File: config.mk
export PLATFORM = sky130hd
export DESIGN_NAME = lc4_pipe
export DESIGN_NICKNAME = d
export VERILOG_FILES = /design/src/hdl/lc4_pkg.sv /design/src/hdl/lc4_ifs.sv /design/src/hdl/lc4_alu.sv /design/src/hdl/lc4_bypass_unit.sv /design/src/hdl/lc4_decoder.sv /design/src/hdl/lc4_hazard_unit.sv /design/src/hdl/lc4_pipe.sv /design/src/hdl/lc4_regfile.sv
export SDC_FILE = /design/constraint.sdc
export NUM_CORES = 1
export LEC_CHECK = 0
export BUFFER_PORTS_ARGS = -buffer_cell sky130_fd_sc_hd__buf_2
export CAP_MARGIN = 20
export CORE_UTILIZATION = 48
export DETAILED_ROUTE_END_ITERATION = 8
export GPL_ROUTABILITY_DRIVEN = 0
export PLACE_DENSITY = 0.78
export SETUP_SLACK_MARGIN = 0.5
export SYNTH_ARGS = -nofsm -noshare
export SYNTH_HDL_FRONTEND = slang
export SYNTH_SLANG_ARGS = --single-unit
File: constraint.sdc
create_clock -name gwe -period 5.7 [get_ports gwe]
set_input_delay 1.14 -clock gwe [delete_from_list [all_inputs] [get_ports gwe]]
set_output_delay 1.14 -clock gwe [all_outputs]
set_load 0.03 [all_outputs]
File: src/hdl/lc4_pkg.sv
`default_nettype none

package lc4_pkg;

    // data, address and instruction words share one width
    typedef logic [15:0] word_t;
    typedef logic [2:0]  reg_sel_t;

    // bit 2 negative, bit 1 zero, bit 0 positive
    typedef logic [2:0]  nzp_t;
    typedef logic [3:0]  opcode_t;

    // trace stall codes, code 1 is not produced by a single pipe
    typedef enum logic [1:0] {
        STALL_NONE  = 2'd0,
        STALL_FLUSH = 2'd2,
        STALL_LOAD  = 2'd3
    } stall_e;

    localparam word_t PC_RESET = 16'h8200;

    localparam opcode_t OP_BR    = 4'b0000;
    localparam opcode_t OP_ARITH = 4'b0001;
    localparam opcode_t OP_LOGIC = 4'b0101;
    localparam opcode_t OP_LDR   = 4'b0110;
    localparam opcode_t OP_STR   = 4'b0111;
    localparam opcode_t OP_CONST = 4'b1001;

    // sub-op field insn[5:3], arith and logic groups
    localparam logic [2:0] SUB_ADD = 3'b000;
    localparam logic [2:0] SUB_SUB = 3'b010;
    localparam logic [2:0] SUB_AND = 3'b000;

    localparam int NUM_REGS = 8;

endpackage

`default_nettype wire

File: src/hdl/lc4_ifs.sv
`timescale 1ns/100ps
`default_nettype none

// decode result, consumed by the pipe and the hazard unit
interface lc4_dec_if;
    import lc4_pkg::*;

    reg_sel_t rs;
    reg_sel_t rt;
    reg_sel_t rd;
    logic     rs_re;
    logic     rt_re;
    logic     rd_we;
    logic     nzp_we;
    logic     is_load;
    logic     is_store;
    logic     is_branch;

    modport dec (output rs, rt, rd, rs_re, rt_re, rd_we, nzp_we, is_load, is_store, is_branch);
    modport pipe (input rs, rt, rd, rs_re, rt_re, rd_we, nzp_we, is_load, is_store, is_branch);
    modport hazard (input rs, rt, rs_re, rt_re, is_store);
endinterface

// forwarding sources from the memory and writeback stages
interface lc4_fwd_if;
    import lc4_pkg::*;

    logic     m_rd_we;
    reg_sel_t m_rd;
    word_t    m_value;
    logic     m_nzp_we;
    nzp_t     m_nzp;
    logic     w_rd_we;
    reg_sel_t w_rd;
    word_t    w_value;

    modport src (output m_rd_we, m_rd, m_value, m_nzp_we, m_nzp, w_rd_we, w_rd, w_value);
    modport bypass (input m_rd_we, m_rd, m_value, m_nzp_we, m_nzp, w_rd_we, w_rd, w_value);
endinterface

`default_nettype wire

File: src/hdl/lc4_alu.sv
`timescale 1ns/100ps
`default_nettype none

module lc4_alu (
    input  lc4_pkg::word_t i_insn,
    input  lc4_pkg::word_t i_pc,
    input  lc4_pkg::word_t i_rs_val,
    input  lc4_pkg::word_t i_rt_val,
    output lc4_pkg::word_t o_result
);
    import lc4_pkg::*;

    opcode_t op;
    word_t   imm5;
    word_t   imm6;
    word_t   imm9;

    assign op   = i_insn[15:12];
    assign imm5 = {{11{i_insn[4]}}, i_insn[4:0]};
    assign imm6 = {{10{i_insn[5]}}, i_insn[5:0]};
    assign imm9 = {{7{i_insn[8]}}, i_insn[8:0]};

    always_comb begin
        o_result = '0;
        case (op)
            OP_ARITH: begin
                if (i_insn[5]) begin
                    o_result = i_rs_val + imm5;
                end else if (i_insn[5:3] == SUB_SUB) begin
                    o_result = i_rs_val - i_rt_val;
                end else begin
                    o_result = i_rs_val + i_rt_val;
                end
            end
            OP_LOGIC: begin
                if (i_insn[5:3] == SUB_AND) begin
                    o_result = i_rs_val & i_rt_val;
                end
            end
            OP_CONST: o_result = imm9;
            // effective address for loads and stores
            OP_LDR, OP_STR: o_result = i_rs_val + imm6;
            // branch target, relative to the next pc
            OP_BR: o_result = i_pc + 16'd1 + imm9;
            default: o_result = '0;
        endcase
    end

endmodule

`default_nettype wire

File: src/hdl/lc4_bypass_unit.sv
`timescale 1ns/100ps
`default_nettype none

module lc4_bypass_unit (
    lc4_fwd_if.bypass         fwd,
    input  lc4_pkg::reg_sel_t i_x_rs,
    input  lc4_pkg::reg_sel_t i_x_rt,
    input  lc4_pkg::word_t    i_x_rs_reg,
    input  lc4_pkg::word_t    i_x_rt_reg,
    input  logic              i_m_store,
    input  lc4_pkg::reg_sel_t i_m_rt,
    input  lc4_pkg::word_t    i_m_store_reg,
    input  lc4_pkg::nzp_t     i_nzp_reg,
    output lc4_pkg::word_t    o_rs_val,
    output lc4_pkg::word_t    o_rt_val,
    output lc4_pkg::word_t    o_store_data,
    output lc4_pkg::nzp_t     o_nzp_cur
);

    logic rs_mx;
    logic rs_wx;
    logic rt_mx;
    logic rt_wx;
    logic st_wm;

    assign rs_mx = fwd.m_rd_we && (fwd.m_rd == i_x_rs);
    assign rs_wx = fwd.w_rd_we && (fwd.w_rd == i_x_rs);
    assign rt_mx = fwd.m_rd_we && (fwd.m_rd == i_x_rt);
    assign rt_wx = fwd.w_rd_we && (fwd.w_rd == i_x_rt);

    // the younger producer in memory wins over writeback
    assign o_rs_val = rs_mx ? fwd.m_value :
                      rs_wx ? fwd.w_value : i_x_rs_reg;
    assign o_rt_val = rt_mx ? fwd.m_value :
                      rt_wx ? fwd.w_value : i_x_rt_reg;

    // store data picked up late from writeback
    assign st_wm        = i_m_store && fwd.w_rd_we && (fwd.w_rd == i_m_rt);
    assign o_store_data = st_wm ? fwd.w_value : i_m_store_reg;

    // condition bits about to be written at the end of memory
    assign o_nzp_cur = fwd.m_nzp_we ? fwd.m_nzp : i_nzp_reg;

endmodule

`default_nettype wire

File: src/hdl/lc4_decoder.sv
`timescale 1ns/100ps
`default_nettype none

module lc4_decoder (
    input  lc4_pkg::word_t i_insn,
    lc4_dec_if.dec         dec
);
    import lc4_pkg::*;

    opcode_t    op;
    logic [2:0] sub;

    assign op  = i_insn[15:12];
    assign sub = i_insn[5:3];

    always_comb begin
        dec.rs        = i_insn[8:6];
        dec.rt        = i_insn[2:0];
        dec.rd        = i_insn[11:9];
        dec.rs_re     = 1'b0;
        dec.rt_re     = 1'b0;
        dec.rd_we     = 1'b0;
        dec.nzp_we    = 1'b0;
        dec.is_load   = 1'b0;
        dec.is_store  = 1'b0;
        dec.is_branch = 1'b0;
        case (op)
            OP_ARITH: begin
                if (i_insn[5]) begin
                    // add with 5-bit immediate
                    dec.rs_re  = 1'b1;
                    dec.rd_we  = 1'b1;
                    dec.nzp_we = 1'b1;
                end else if (sub == SUB_ADD || sub == SUB_SUB) begin
                    dec.rs_re  = 1'b1;
                    dec.rt_re  = 1'b1;
                    dec.rd_we  = 1'b1;
                    dec.nzp_we = 1'b1;
                end
            end
            OP_LOGIC: begin
                if (!i_insn[5] && sub == SUB_AND) begin
                    dec.rs_re  = 1'b1;
                    dec.rt_re  = 1'b1;
                    dec.rd_we  = 1'b1;
                    dec.nzp_we = 1'b1;
                end
            end
            OP_CONST: begin
                dec.rd_we  = 1'b1;
                dec.nzp_we = 1'b1;
            end
            OP_LDR: begin
                dec.rs_re   = 1'b1;
                dec.rd_we   = 1'b1;
                dec.nzp_we  = 1'b1;
                dec.is_load = 1'b1;
            end
            OP_STR: begin
                // store data register sits in the rd field
                dec.rt       = i_insn[11:9];
                dec.rs_re    = 1'b1;
                dec.rt_re    = 1'b1;
                dec.is_store = 1'b1;
            end
            // an empty condition field is the bubble encoding
            OP_BR: dec.is_branch = |i_insn[11:9];
            default: ;
        endcase
    end

endmodule

`default_nettype wire

File: src/hdl/lc4_hazard_unit.sv
`timescale 1ns/100ps
`default_nettype none

module lc4_hazard_unit (
    input  logic              gwe,
    input  logic              i_rst_n,
    lc4_dec_if.hazard         dec,
    input  logic              i_x_is_load,
    input  logic              i_x_rd_we,
    input  lc4_pkg::reg_sel_t i_x_rd,
    input  logic              i_x_is_branch,
    input  lc4_pkg::nzp_t     i_x_cond,
    input  lc4_pkg::nzp_t     i_nzp_cur,
    output logic              o_load_stall,
    output logic              o_flush
);

    logic rs_hit;
    logic rt_hit;

    assign o_flush = i_x_is_branch && |(i_x_cond & i_nzp_cur);

    // store data is bypassed from memory later and never waits
    assign rs_hit = dec.rs_re && (dec.rs == i_x_rd);
    assign rt_hit = dec.rt_re && !dec.is_store && (dec.rt == i_x_rd);

    assign o_load_stall = i_x_is_load && i_x_rd_we && (rs_hit || rt_hit) && !o_flush;

    // the stall bubble in execute is never a load, so stalls come alone
    a_single_stall: assert property (@(posedge gwe) disable iff (!i_rst_n)
        o_load_stall |=> !o_load_stall);

endmodule

`default_nettype wire

File: src/hdl/lc4_pipe.sv
`timescale 1ns/100ps
`default_nettype none

module lc4_pipe (
    input  logic              gwe,
    input  logic              i_rst_n,
    output lc4_pkg::word_t    o_cur_pc,
    input  lc4_pkg::word_t    i_cur_insn,
    output lc4_pkg::word_t    o_dmem_addr,
    input  lc4_pkg::word_t    i_dmem_rdata,
    output logic              o_dmem_we,
    output lc4_pkg::word_t    o_dmem_wdata,
    output logic [1:0]        test_stall,
    output lc4_pkg::word_t    test_cur_pc,
    output lc4_pkg::word_t    test_cur_insn,
    output logic              test_regfile_we,
    output lc4_pkg::reg_sel_t test_regfile_wsel,
    output lc4_pkg::word_t    test_regfile_data,
    output logic              test_nzp_we,
    output lc4_pkg::nzp_t     test_nzp_new_bits,
    output logic              test_dmem_we,
    output lc4_pkg::word_t    test_dmem_addr,
    output lc4_pkg::word_t    test_dmem_data
);
    import lc4_pkg::*;

    word_t    pc;
    word_t    d_pc, d_insn;
    stall_e   d_stall;
    word_t    x_pc, x_insn, x_rs_reg, x_rt_reg;
    stall_e   x_stall;
    reg_sel_t x_rs, x_rt, x_rd;
    logic     x_rd_we, x_nzp_we, x_is_load, x_is_store, x_is_branch;
    word_t    m_pc, m_insn, m_alu, m_store_reg;
    stall_e   m_stall;
    reg_sel_t m_rt, m_rd;
    logic     m_rd_we, m_nzp_we, m_is_load, m_is_store;
    word_t    w_pc, w_insn, w_value, w_dmem_addr, w_dmem_data;
    stall_e   w_stall;
    reg_sel_t w_rd;
    nzp_t     w_nzp;
    logic     w_rd_we, w_nzp_we, w_is_store;
    nzp_t     nzp_reg, nzp_cur, m_nzp;
    word_t    rs_data, rt_data, x_rs_val, x_rt_val, alu_result, m_value, store_data;
    logic     load_stall, flush;

    lc4_dec_if dec_if ();
    lc4_fwd_if fwd_if ();

    lc4_decoder u_decoder (.i_insn(d_insn), .dec(dec_if));

    lc4_regfile u_regfile (
        .gwe(gwe), .i_rst_n(i_rst_n),
        .i_rs(dec_if.rs), .i_rt(dec_if.rt),
        .o_rs_data(rs_data), .o_rt_data(rt_data),
        .i_rd(w_rd), .i_wdata(w_value), .i_we(w_rd_we)
    );

    lc4_hazard_unit u_hazard (
        .gwe(gwe), .i_rst_n(i_rst_n), .dec(dec_if),
        .i_x_is_load(x_is_load), .i_x_rd_we(x_rd_we), .i_x_rd(x_rd),
        .i_x_is_branch(x_is_branch), .i_x_cond(x_insn[11:9]), .i_nzp_cur(nzp_cur),
        .o_load_stall(load_stall), .o_flush(flush)
    );

    lc4_bypass_unit u_bypass (
        .fwd(fwd_if), .i_x_rs(x_rs), .i_x_rt(x_rt),
        .i_x_rs_reg(x_rs_reg), .i_x_rt_reg(x_rt_reg),
        .i_m_store(m_is_store), .i_m_rt(m_rt), .i_m_store_reg(m_store_reg),
        .i_nzp_reg(nzp_reg), .o_rs_val(x_rs_val), .o_rt_val(x_rt_val),
        .o_store_data(store_data), .o_nzp_cur(nzp_cur)
    );

    lc4_alu u_alu (
        .i_insn(x_insn), .i_pc(x_pc), .i_rs_val(x_rs_val), .i_rt_val(x_rt_val),
        .o_result(alu_result)
    );

    // fetch
    always_ff @(posedge gwe) begin
        if (!i_rst_n) begin
            pc <= PC_RESET;
        end else if (flush) begin
            pc <= alu_result;
        end else if (!load_stall) begin
            pc <= pc + 16'd1;
        end
    end

    // decode register holds during a load stall
    always_ff @(posedge gwe) begin
        if (!i_rst_n || flush) begin
            d_insn  <= '0;
            d_stall <= STALL_FLUSH;
        end else if (!load_stall) begin
            d_insn  <= i_cur_insn;
            d_stall <= STALL_NONE;
        end
    end

    always_ff @(posedge gwe) begin
        if (!load_stall) begin
            d_pc <= pc;
        end
    end

    // a bubble enters execute on reset, flush or stall
    always_ff @(posedge gwe) begin
        if (!i_rst_n || flush || load_stall) begin
            x_insn      <= '0;
            x_stall     <= (i_rst_n && load_stall) ? STALL_LOAD : STALL_FLUSH;
            x_rd_we     <= 1'b0;
            x_nzp_we    <= 1'b0;
            x_is_load   <= 1'b0;
            x_is_store  <= 1'b0;
            x_is_branch <= 1'b0;
        end else begin
            x_insn      <= d_insn;
            x_stall     <= d_stall;
            x_rd_we     <= dec_if.rd_we;
            x_nzp_we    <= dec_if.nzp_we;
            x_is_load   <= dec_if.is_load;
            x_is_store  <= dec_if.is_store;
            x_is_branch <= dec_if.is_branch;
        end
    end

    // unread operands are zeroed to keep the datapath quiet
    always_ff @(posedge gwe) begin
        x_pc     <= d_pc;
        x_rs     <= dec_if.rs;
        x_rt     <= dec_if.rt;
        x_rd     <= dec_if.rd;
        x_rs_reg <= dec_if.rs_re ? rs_data : '0;
        x_rt_reg <= dec_if.rt_re ? rt_data : '0;
    end

    // memory
    always_ff @(posedge gwe) begin
        if (!i_rst_n) begin
            m_insn     <= '0;
            m_stall    <= STALL_FLUSH;
            m_rd_we    <= 1'b0;
            m_nzp_we   <= 1'b0;
            m_is_load  <= 1'b0;
            m_is_store <= 1'b0;
        end else begin
            m_insn     <= x_insn;
            m_stall    <= x_stall;
            m_rd_we    <= x_rd_we;
            m_nzp_we   <= x_nzp_we;
            m_is_load  <= x_is_load;
            m_is_store <= x_is_store;
        end
    end

    always_ff @(posedge gwe) begin
        m_pc        <= x_pc;
        m_rd        <= x_rd;
        m_rt        <= x_rt;
        m_alu       <= alu_result;
        m_store_reg <= x_rt_val;
    end

    assign m_value      = m_is_load ? i_dmem_rdata : m_alu;
    assign m_nzp        = m_value[15] ? 3'b100 : (m_value == '0) ? 3'b010 : 3'b001;
    assign o_dmem_addr  = (m_is_load || m_is_store) ? m_alu : '0;
    assign o_dmem_we    = m_is_store;
    assign o_dmem_wdata = store_data;

    always_ff @(posedge gwe) begin
        if (!i_rst_n) begin
            nzp_reg <= '0;
        end else if (m_nzp_we) begin
            nzp_reg <= m_nzp;
        end
    end

    // writeback
    always_ff @(posedge gwe) begin
        if (!i_rst_n) begin
            w_insn     <= '0;
            w_stall    <= STALL_FLUSH;
            w_rd_we    <= 1'b0;
            w_nzp_we   <= 1'b0;
            w_is_store <= 1'b0;
        end else begin
            w_insn     <= m_insn;
            w_stall    <= m_stall;
            w_rd_we    <= m_rd_we;
            w_nzp_we   <= m_nzp_we;
            w_is_store <= m_is_store;
        end
    end

    always_ff @(posedge gwe) begin
        w_pc        <= m_pc;
        w_rd        <= m_rd;
        w_value     <= m_value;
        w_nzp       <= m_nzp;
        w_dmem_addr <= o_dmem_addr;
        w_dmem_data <= m_is_load ? i_dmem_rdata : (m_is_store ? store_data : '0);
    end

    assign fwd_if.m_rd_we  = m_rd_we;
    assign fwd_if.m_rd     = m_rd;
    assign fwd_if.m_value  = m_value;
    assign fwd_if.m_nzp_we = m_nzp_we;
    assign fwd_if.m_nzp    = m_nzp;
    assign fwd_if.w_rd_we  = w_rd_we;
    assign fwd_if.w_rd     = w_rd;
    assign fwd_if.w_value  = w_value;

    assign o_cur_pc          = pc;
    assign test_stall        = w_stall;
    assign test_cur_pc       = w_pc;
    assign test_cur_insn     = w_insn;
    assign test_regfile_we   = w_rd_we;
    assign test_regfile_wsel = w_rd;
    assign test_regfile_data = w_value;
    assign test_nzp_we       = w_nzp_we;
    assign test_nzp_new_bits = w_nzp;
    assign test_dmem_we      = w_is_store;
    assign test_dmem_addr    = w_dmem_addr;
    assign test_dmem_data    = w_dmem_data;

    // the store flag carried from decode must match the encoding in memory
    a_store_only: assert property (@(posedge gwe) disable iff (!i_rst_n)
        o_dmem_we |-> (m_insn[15:12] == OP_STR));

endmodule

`default_nettype wire

File: src/hdl/lc4_regfile.sv
`timescale 1ns/100ps
`default_nettype none

module lc4_regfile (
    input  logic              gwe,
    input  logic              i_rst_n,
    input  lc4_pkg::reg_sel_t i_rs,
    input  lc4_pkg::reg_sel_t i_rt,
    output lc4_pkg::word_t    o_rs_data,
    output lc4_pkg::word_t    o_rt_data,
    input  lc4_pkg::reg_sel_t i_rd,
    input  lc4_pkg::word_t    i_wdata,
    input  logic              i_we
);
    import lc4_pkg::*;

    word_t regs [NUM_REGS];

    always_ff @(posedge gwe) begin
        if (!i_rst_n) begin
            for (int i = 0; i < NUM_REGS; i++) begin
                regs[i] <= '0;
            end
        end else if (i_we) begin
            regs[i_rd] <= i_wdata;
        end
    end

    // write before read, decode sees the writeback value this cycle
    assign o_rs_data = (i_we && i_rd == i_rs) ? i_wdata : regs[i_rs];
    assign o_rt_data = (i_we && i_rd == i_rt) ? i_wdata : regs[i_rt];

    // a committed write must carry a known value
    a_wdata_known: assert property (@(posedge gwe) disable iff (!i_rst_n)
        i_we |-> !$isunknown(i_wdata));

endmodule

`default_nettype wire

==> out/qor.csv, run 1 <==
stage;metric;value;unit
placement;preCtsSetupSlack;0.0871;ns
timing;fin_ws;0.737;ns
critical_path;start_kind;register;
timing;skew;0.0269;ns
floorplan;ios;174;
cts;clk_pin_slew_worst_paths;0.06;ns
final_layout;final_cell_area;22300;um^2
floorplan;die_area;40700;um^2
yosys;async_reset_ff_share;0;%
cts;cts.root.buffer_cell;clkbuf_16;
critical_path;crit_path_top_delay_cell;or4_1;
critical_path;path_class;reg2reg;
yosys;yosysSeqAreaShare;52.1;%
yosys;ys.warnings.count;0;
yosys;synth_edf_count;144;
grt;grt_first_pass_wirelength;80800;um
yosys;netlist_area;19200;um^2
final_layout;final_util;57.2;%
final_layout;drive_gt1_share;20.5;%
yosys;synth_simple_gate_area_share;19.8;%
critical_path;endpoint_kind;register;
timing;tns;0;ns
power_and_ir_drop;totalPowerFinal;0.00722;W
floorplan;start_util;49.1;%
placement;portBuffers;173;
grt;antenna_found_initial;1;
timing;clock.fmax;202;MHz
drt;drc;0;
yosys;synth_area_per_cell;10.3;um^2
cts;cts_max_path_buffers;3;
power_and_ir_drop;p_leak;9.59;nW
cts;cts_tree;done;
critical_path;crit_top_cell;mux2i_1;
critical_path;crit_family;compound AO/OA/AOI/OAI gates;
run;max_cap_violations;0;
drt;wl_per_cell;20.7;um
final_layout;regArea;9980;um^2
yosys;synth_top_family_by_area;simple AND/OR/NAND/NOR gates;
critical_path;cp_slowest_stage_delay;0.52;ns
timing;fin_crit;4.96;ns
final_layout;final_cell_mix;dfxtp_1, nand2_1, and2_1;
final_layout;nNetsFinal;2098;
floorplan;core-area;39000;um^2
timing;tightestPinTransition;1.14;ns
drt;drt_wl_total;53400;um
timing;setup_viol;0;
cts;htree_levels;2;
drt;vias_per_cell;5.77;
drt;drt_pre_antenna_iters;6;
final_layout;largest_reg_flops;128;
cts;hold_buffers;0;
grt;grt_pass1_vias;14266;
cts;clk_latency;0.57;ns
placement;dp_hpwl;38000;um
power_and_ir_drop;p_per_area;323;nW/um^2
power_and_ir_drop;peakVddDrop;179;uV
timing;hold_violations;0;
drt;vias;14886;
status;outcome;finished clean;
cts;cts_num_sinks;426;
final_layout;nFillCells;3134;
yosys;synth_nets;1928;
drt;drt_first_iter_violations;1310;
floorplan;rows;72;
grt;grt_usage;25.5;%
timing;rsz0062_at_grt;false;
yosys;synthFlopType;dfxtp_1;
grt;grt-ovfl-total;0;
timing;maxSlewViolCount;0;
critical_path;cp_cell_sequence;xnor2_4 > and4_4 > mux2i_1 > a21o_2 > ha_2 > mux2i_1 > xnor2_1 > o21ai_1 > ha_1 > a21o_1 > a21oi_1 > o21bai_1 > a21o_1 > a21oi_1 > o21ai_1 > o41ai_2 > o21a_1 > o21ai_0 > nand2_1 > mux2i_1 > or4_1;
critical_path;critPathArrivalTime;5.40;ns
drt;ant_nets;0;
yosys;synthMuxAreaShare;8.06;%
final_layout;multi_input_area;8680;um^2
final_layout;final_common_cell;dfxtp_1;
yosys;yosys.area_share.xor_xnor;4.23;%
final_layout;area_growth;16.5;%
yosys;synth_compound_gate_area_share;10.0;%
timing;max_slew_margin;24.2;%
yosys;synth_cell_type_count;82;
hold_path;hold_class;reg2reg;
placement;post_dp_cell_area;20700;um^2
yosys;synth-seq-cells;426;
floorplan;die_w;202;um
grt;grt_max_degree;66;
yosys;synth_fa_ha_area_share;2.36;%
critical_path;required;6.13;ns
cts;numCtsBuffers;43;
critical_path;cp_num_buf_inv;0;
yosys;netlist_instances;1859;
timing;final.period_utilization;87.1;%
floorplan;die_h;202;um
critical_path;crit_path_max_fanout;5;
Yosys cell counts, types with 15 or more instances:
| cell | instances | area share (%) |
|---|---|---|
| nand2_1 | 236 | 4.6 |
| inv_1 | 43 | 0.84 |
| a211oi_1 | 32 | 1.3 |
| nor2_1 | 134 | 2.6 |
| a311oi_1 | 18 | 0.82 |
| clkbuf_1 | 90 | 1.8 |
| dfxtp_1 | 282 | 29 |
| ha_1 | 33 | 2.2 |
| mux2i_1 | 62 | 3.2 |
| nor3_1 | 15 | 0.39 |
| nand3_1 | 57 | 1.5 |
| o21ai_0 | 55 | 1.4 |
| and2_1 | 194 | 6.3 |
| mux4_2 | 32 | 3.8 |
| a31oi_1 | 29 | 0.95 |
| xor2_1 | 31 | 1.4 |
| a21oi_1 | 52 | 1.4 |
| nand2b_1 | 26 | 0.85 |
| mux2_2 | 18 | 1.1 |
| edfxtp_1 | 144 | 23 |
| and3_1 | 32 | 1.0 |
| xnor2_1 | 54 | 2.5 |
cells by family after synthesis:
family | after synthesis
DFF | 426
AOI/OAI and AO/OA | 280
xor gates and xnor gates | 89
muxes | 112
and+or+nand+nor | 757
adders and majority gates | 35
buffers and inverters | 160
stage by stage:
step / std cells / hold slack (ns)
6_report: 2580 / 0.326
2_1_floorplan: 1859 / 0.310
3_5_place_dp: 2490 / 0.312
4_1_cts: 2570 / 0.327
3_3_place_gp: 2484 / 0.312
5_1_grt: 2580 / 0.332
worst reg2reg max path, cell delays in order, from the launching register on:
cell	delay, ns
dfxtp_2	0.36
xnor2_4	0.26
and4_4	0.28
mux2i_1	0.23
a21o_2	0.22
ha_2	0.30
mux2i_1	0.16
xnor2_1	0.16
o21ai_1	0.12
ha_1	0.30
a21o_1	0.17
a21oi_1	0.26
o21bai_1	0.11
a21o_1	0.21
a21oi_1	0.21
o21ai_1	0.14
o41ai_2	0.39
o21a_1	0.18
o21ai_0	0.11
nand2_1	0.08
mux2i_1	0.09
or4_1	0.52
what timing repair did:
item	4_1_cts	5_1_grt
setup buffers	3	7
endpoints found under the setup margin	3	8
pin swaps	1	8
resized for setup	3	29
where the power goes:
part           internal [W]  switching [W]  leakage [nW]
Sequential          0.00325       0.000115          3.81
Combinational      0.000388       0.000619          5.08
Clock               0.00164        0.00121         0.700
Total               0.00527        0.00195          9.59
final timing paths:
check | cells past startpoint | from | slack [ns] | to
hold / removal | 0 | m_pc[6] | 0.33 | test_cur_pc[6]
setup / recovery | 21 | x_rt[0] | 0.74 | m_alu[15]
setup reg to reg | 21 | x_rt[0] | 0.74 | m_alu[15]
hold reg to reg | 0 | m_pc[6] | 0.33 | test_cur_pc[6]
per-layer routing:
layer  routed length, um  share of wire [%]  global-route usage [%]
met1               20200                 38                    31.1
met2               26900                 50                    44.6
met3                3880                7.3                    3.74
met4                2330                4.4                    11.6
met5                   0                  0                       0
cell type report:
type / instances / area share [%]
Tap cell: 518 / 2.90
Clock inverter: 23 / 0.981
Timing Repair Buffer: 238 / 6.26
Multi-Input combinational cell: 1273 / 38.9
Antenna cell: 1 / 0.0112
Inverter: 47 / 0.813
Clock buffer: 54 / 5.38
Sequential cell: 426 / 44.7
No activity file was read; power rests on OpenSTA's default activity.
==> inputs of run 2 (changes only) <==
--- a/config.mk
+++ b/config.mk
@@ -10,7 +10,7 @@
 export CORE_UTILIZATION = 48
 export DETAILED_ROUTE_END_ITERATION = 8
 export GPL_ROUTABILITY_DRIVEN = 0
-export PLACE_DENSITY = 0.78
+export PLACE_DENSITY = 0.7
 export SETUP_SLACK_MARGIN = 0.5
 export SYNTH_ARGS = -nofsm -noshare
 export SYNTH_HDL_FRONTEND = slang
==> run 2 against run 1 <==
Critical path depth did not move. Total power grew 1.3%. Setup slack about the same. Wire length up 1.5%. First-iteration DRC count fell by 2.0%. Sequential power hardly changed. Final cell count rose by 0.54%. Sequential share of layout area is 0.31 points lower. Non-clock buffer count rose by 12. Via count fell by 0.88%. Core utilization rose by 0.33 points.
==> out/qor.csv, run 2 (synthesis gave the netlist of run 1 again) <==
stage;metric;value;unit
status;outcome;finished clean;
drt;drc;0;
timing;skew;0.0242;ns
grt;grt_usage;26.3;%
cts;cts_num_sinks;426;
drt;vias;14755;
final_layout;regArea;9970;um^2
drt;vias_per_cell;5.69;
timing;tns;0;ns
timing;final.period_utilization;87.1;%
cts;cts_tree;done;
final_layout;multi_input_area;8660;um^2
critical_path;ff2ff_path_depth;21;
floorplan;core-area;39000;um^2
grt;grt_max_degree;65;
timing;tightestPinTransition;1.14;ns
grt;grt_pass1_vias;14241;
critical_path;start_kind;register;
floorplan;start_util;49.1;%
critical_path;startpoint;test_regfile_wsel[2];
critical_path;required;6.13;ns
timing;rsz0062_at_grt;false;
final_layout;diodes;0;
grt;grt-ovfl-total;0;
cts;clk_pin_slew_worst_paths;0.06;ns
floorplan;die_area;40700;um^2
cts;htree_levels;2;
drt;ant_nets;0;
drt;drt_pre_antenna_iters;5;
hold_path;hold_class;reg2reg;
critical_path;critPathArrivalTime;5.39;ns
cts;cts_max_path_buffers;3;
final_layout;largest_reg_flops;128;
power_and_ir_drop;peakVddDrop;206;uV
hold_path;min_path_cells;0;
placement;portBuffers;173;
floorplan;die_w;202;um
final_layout;final_cell_mix;dfxtp_1, nand2_1, and2_1;
cts;hold_buffers;0;
final_layout;final_cell_area;22400;um^2
final_layout;drive_gt1_share;20.5;%
grt;grt_first_pass_wirelength;82200;um
power_and_ir_drop;p_per_area;326;nW/um^2
critical_path;r2r_start;test_regfile_wsel[2];
critical_path;ff2ff_setup_slack;0.74;ns
hold_path;holdCritStartpoint;m_pc[5];
floorplan;rows;72;
timing;maxSlewViolCount;0;
grt;antenna_found_initial;0;
placement;post_dp_cell_area;20700;um^2
cts;clk_latency;0.56;ns
hold_path;whs_endpoint;test_cur_pc[5];
critical_path;path_class;reg2reg;
power_and_ir_drop;p_leak;9.68;nW
final_layout;nFillCells;3249;
placement;dp_hpwl;39300;um
critical_path;timing.rr.end;m_alu[15];
timing;setup_viol;0;
timing;clock.fmax;202;MHz
critical_path;endpoint_kind;register;
timing;hold_violations;0;
final_layout;final_common_cell;dfxtp_1;
drt;wl_per_cell;20.9;um
floorplan;die_h;202;um
drt;drt_first_iter_violations;1284;
timing;max_slew_margin;24.2;%
final_layout;nNetsFinal;2111;
critical_path;crit_path_max_fanout;8;
cts;numCtsBuffers;44;
cts;cts.root.buffer_cell;clkbuf_16;
final_layout;area_growth;17.2;%
drt;drt_wl_total;54100;um
timing;fin_crit;4.96;ns
floorplan;ios;174;
run;max_cap_violations;0;
==> run 2: cell type report <==
cell class	count	area share (%)
multi-input cells	1273	38.6
clock buffers	62	5.90
repair buffers	250	6.62
well taps	518	2.89
inverters	47	0.808
flip-flops and latches	426	44.4
clock inverters	18	0.758
==> run 2: per-layer routing <==
layer,global-route usage [%],routed length (um),vias to the layer above,share of wire (%)
li1,-,-,6883,-
met3,4.03,3410,142,6.3
met1,31.6,21100,7126,39
met2,45.8,27100,604,50
met5,0,0,-,0
met4,13.0,2560,0,4.7
==> run 2: repair_timing <==
action                     in CTS  in global routing
pin swaps                       3                 12
setup endpoints to repair       3                  5
buffers inserted                5                 10
gates cloned                    0                  0
resized for setup               1                 19
==> run 2: critical path, cell delays in order, from the launching register on <==
cell and delay, ns:
dfxtp_1 0.33, xnor2_2 0.28, and4_4 0.32, mux2i_1 0.10, o221a_2 0.34, nor4b_4 0.13
buf_4 0.16, buf_4 0.16, or4_4 0.49, a31o_2 0.22, xnor2_1 0.11, o21ai_0 0.17
ha_1 0.28, and3_1 0.18, a21oi_1 0.11, o21ai_1 0.11, o41ai_2 0.38, o21a_1 0.20
o21ai_1 0.09, nand2_1 0.07, mux2i_1 0.08, or4_1 0.52
==> run 2: power breakdown <==
part           leakage, nW  switching, W  total (W)  internal, W
Clock                0.730       0.00118    0.00293      0.00176
Combinational         5.14      0.000618    0.00101     0.000393
Sequential            3.81      0.000115    0.00336      0.00325
==> run 2: metrics by stage <==
| stage | setup WS, ns | utilization (%) | std cells | hold slack (ns) | total power (W) |
|---|---|---|---|---|---|
| finish | 0.737 | 57.5 | 2594 | 0.324 | 0.00731 |
| global placement | 0.181 | 53.0 | 2493 | 0.310 | 0.00437 |
| global route | 0.512 | 57.5 | 2594 | 0.332 | 0.00756 |
| detailed placement | 0.0219 | 53.2 | 2498 | 0.313 | 0.00439 |
| floorplan | 0.581 | - | 1859 | 0.310 | 0.00408 |
| CTS | 0.552 | 57.1 | 2583 | 0.327 | 0.00731 |
==> run 2: worst max path at each step <==
| stage | endpoint | slack, ns | depth (start not counted) |
|---|---|---|---|
| final | m_alu[15] | 0.74 | 21 |
| after floorplan | m_alu[15] | 0.58 | 24 |
| after global routing | m_alu[15] | 0.51 | 21 |
| after CTS | m_alu[15] | 0.55 | 21 |
| after detailed placement | m_alu[15] | 0.02 | 24 |
| after global placement | m_alu[15] | 0.18 | 24 |
==> inputs of run 3 (changes only) <==
--- a/config.mk
+++ b/config.mk
@@ -8,6 +8,7 @@
 export BUFFER_PORTS_ARGS = -buffer_cell sky130_fd_sc_hd__buf_2
 export CAP_MARGIN = 20
 export CORE_UTILIZATION = 48
+export CTS_BUF_LIST = sky130_fd_sc_hd__clkbuf_8
 export DETAILED_ROUTE_END_ITERATION = 8
 export GPL_ROUTABILITY_DRIVEN = 0
 export PLACE_DENSITY = 0.7
==> constraint.sdc (replaced) <==
create_clock -name gwe -period 5.11 [get_ports gwe]
set_input_delay 1.022 -clock gwe [delete_from_list [all_inputs] [get_ports gwe]]
set_output_delay 1.022 -clock gwe [all_outputs]
set_load 0.03 [all_outputs]
==> run 3 against run 2 <==
Die area unchanged. Critical path depth up 1. Cell area up 3.3%. Final cell count up 3.9%. Flip-flop and latch count unchanged. Clock skew up 0.0023 ns. Global-route usage up 0.54 points. Combinational power up 33%. Sequential power up 11%. Critical path type unchanged.
==> out/qor.csv, run 3 (synthesis gave the netlist of run 1 again) <==
stage;metric;value;unit
status;outcome;finished clean;
drt;vias_per_cell;5.63;
critical_path;timing.rr.end;m_alu[15];
power_and_ir_drop;comb_power_share;16.2;%
critical_path;start_kind;register;
cts;hold_buffers;0;
timing;max_slew_margin;24.6;%
grt;grt_max_degree;66;
power_and_ir_drop;p_seq_share;45.0;%
timing;rsz0062_at_grt;true;
critical_path;crit_path_max_fanout;6;
drt;vias;15166;
final_layout;area_growth;21.0;%
timing;final.period_utilization;93.5;%
cts;cts_tree;done;
power_and_ir_drop;p_clk_share;38.8;%
floorplan;core-area;39000;um^2
critical_path;r2r_start;x_rt[2];
drt;wl_per_cell;20.7;um
placement;portBuffers;173;
critical_path;ff2ff_setup_slack;0.33;ns
final_layout;diodes;0;
drt;ant_nets;0;
final_layout;largest_reg_flops;128;
power_and_ir_drop;switchingPower;0.00226;W
cts;clk_pin_slew_worst_paths;0.06;ns
power_and_ir_drop;swShare;27.2;%
final_layout;final_common_cell;dfxtp_1;
floorplan;ios;174;
final_layout;nNetsFinal;2190;
power_and_ir_drop;p_int;0.00605;W
critical_path;required;5.59;ns
placement;preCtsSetupSlack;-0.0286;ns
drt;drt_pre_antenna_iters;6;
cts;clk_latency;0.60;ns
placement;post-place-cells;2522;
cts;cts.root.buffer_cell;clkbuf_8;
timing;hold_violations;0;
hold_path;holdCritStartpoint;m_pc[7];
critical_path;ff2ff_path_depth;22;
drt;drt_first_iter_violations;1466;
final_layout;stdcell_count;2695;
hold_path;whs_endpoint;test_cur_pc[7];
grt;grt_first_pass_wirelength;84000;um
drt;drc;0;
floorplan;die_area;40700;um^2
power_and_ir_drop;p_per_area;358;nW/um^2
critical_path;endpoint_kind;register;
floorplan;start_util;49.1;%
cts;cts_num_sinks;426;
hold_path;min_path_cells;0;
hold_path;hold_class;reg2reg;
cts;numCtsBuffers;71;
final_layout;drive_gt1_share;25.9;%
critical_path;critPathArrivalTime;5.26;ns
floorplan;die_w;202;um
timing;skew;0.0265;ns
grt;grt_usage;26.8;%
timing;fin_ws;0.334;ns
power_and_ir_drop;peakVddDrop;156;uV
timing;clock.fmax;209;MHz
timing;maxSlewViolCount;0;
timing;setup_viol;0;
cts;htree_levels;3;
grt;antenna_found_initial;0;
final_layout;final_cell_mix;dfxtp_1, nand2_1, and2_1;
run;max_cap_violations;0;
power_and_ir_drop;p_leak;10.1;nW
cts;cts_max_path_buffers;3;
timing;hold_ws;0.316;ns
floorplan;die_h;202;um
grt;grt-ovfl-total;0;
timing;fin_crit;4.78;ns
floorplan;rows;72;
timing;tightestPinTransition;1.13;ns
grt;grt_pass1_vias;14794;
critical_path;path_class;reg2reg;
drt;drt_wl_total;55700;um
placement;dp_hpwl;39100;um
## run 3: cell types whose count changed in the layout (fill, tap and decap cells not counted), moves of 4 or more
cell       change
dfxtp_1        -5
xnor2_1        -4
clkbuf_16     -49
clkbuf_8      +86
inv_1         +18
a21oi_2       +11
dfxtp_4        +4
a21oi_1       -12
buf_4         +50
nor2_2         +4
clkbuf_1       -8
o21ai_0        -7
## run 3: critical path, cell delays in order, from the launching register on
cell and delay (ns):
dfxtp_4 0.37, xnor2_4 0.22, and4_4 0.30, mux2i_1 0.20
a21o_2 0.22, clkinv_4 0.10, buf_6 0.13, o31ai_4 0.26
xor2_2 0.28, nand3_2 0.15, a31o_4 0.23, xnor2_2 0.14
o21ai_1 0.08, ha_1 0.35, and3_4 0.18, a21oi_2 0.11
o21ai_2 0.08, o41ai_2 0.36, o21a_1 0.23, o21ai_2 0.09
nand2_2 0.09, mux2i_4 0.08, or4_1 0.40
## run 3: worst max path at each step
stage	from	to	slack [ns]	depth (start not counted)
after floorplan	test_regfile_wsel[1]	m_alu[15]	0.40	24
after global placement	i_dmem_rdata[1]	m_alu[15]	0.08	22
after detailed placement	i_dmem_rdata[1]	m_alu[15]	-0.03	22
after CTS	test_regfile_wsel[2]	o_cur_pc[14]	0.51	23
after global routing	x_rt[2]	m_alu[15]	0.08	23
final	x_rt[2]	m_alu[15]	0.33	22
## run 3: timing repair
item | 4_1_cts | 5_1_grt
setup buffers | 12 | 29
setup endpoints to repair | 11 | 14
resized for setup | 11 | 49
pin swaps | 13 | 50
## run 3: cell type report
cell class	count	area (um^2)
repair buffers	302	1900
inverters	47	181
clock inverters	38	300
multi-input cells	1273	8910
fillers	3167	15800
clock buffers	91	1250
well taps	518	648
flip-flops and latches	426	9990
## run 3: power by group through the flow
| stage | clock [W] | sequential (W) | combinational (W) |
|---|---|---|---|
| 2_1_floorplan | 0 | 0.00381 | 0.000758 |
| 3_3_place_gp | 0 | 0.00381 | 0.00111 |
| 3_5_place_dp | 0 | 0.00382 | 0.00113 |
| 4_1_cts | 0.00326 | 0.00374 | 0.00117 |
| 5_1_grt | 0.00342 | 0.00375 | 0.00143 |
| 6_report | 0.00322 | 0.00374 | 0.00134 |
## run 3: metrics by stage
step | area, um^2 | total power, W | utilization (%) | setup TNS (ns)
after floorplan | 19300 | 0.00457 | - | 0
after global placement | 21000 | 0.00493 | 53.8 | 0
after detailed placement | 21000 | 0.00495 | 53.9 | -0.0394
after CTS | 22700 | 0.00817 | 58.2 | 0
after global routing | 23200 | 0.00861 | 59.4 | 0
final | 23200 | 0.00831 | 59.4 | 0
## run 3: per-layer routing
metal	vias to the layer above	part of all wire, %	global-route usage (%)	wire (um)
li1	7056	-	-	-
met1	7292	39	32.5	21800
met2	649	50	46.9	27800
met3	169	6.6	4.08	3700
met4	0	4.4	12.3	2440
met5	-	0	0	0
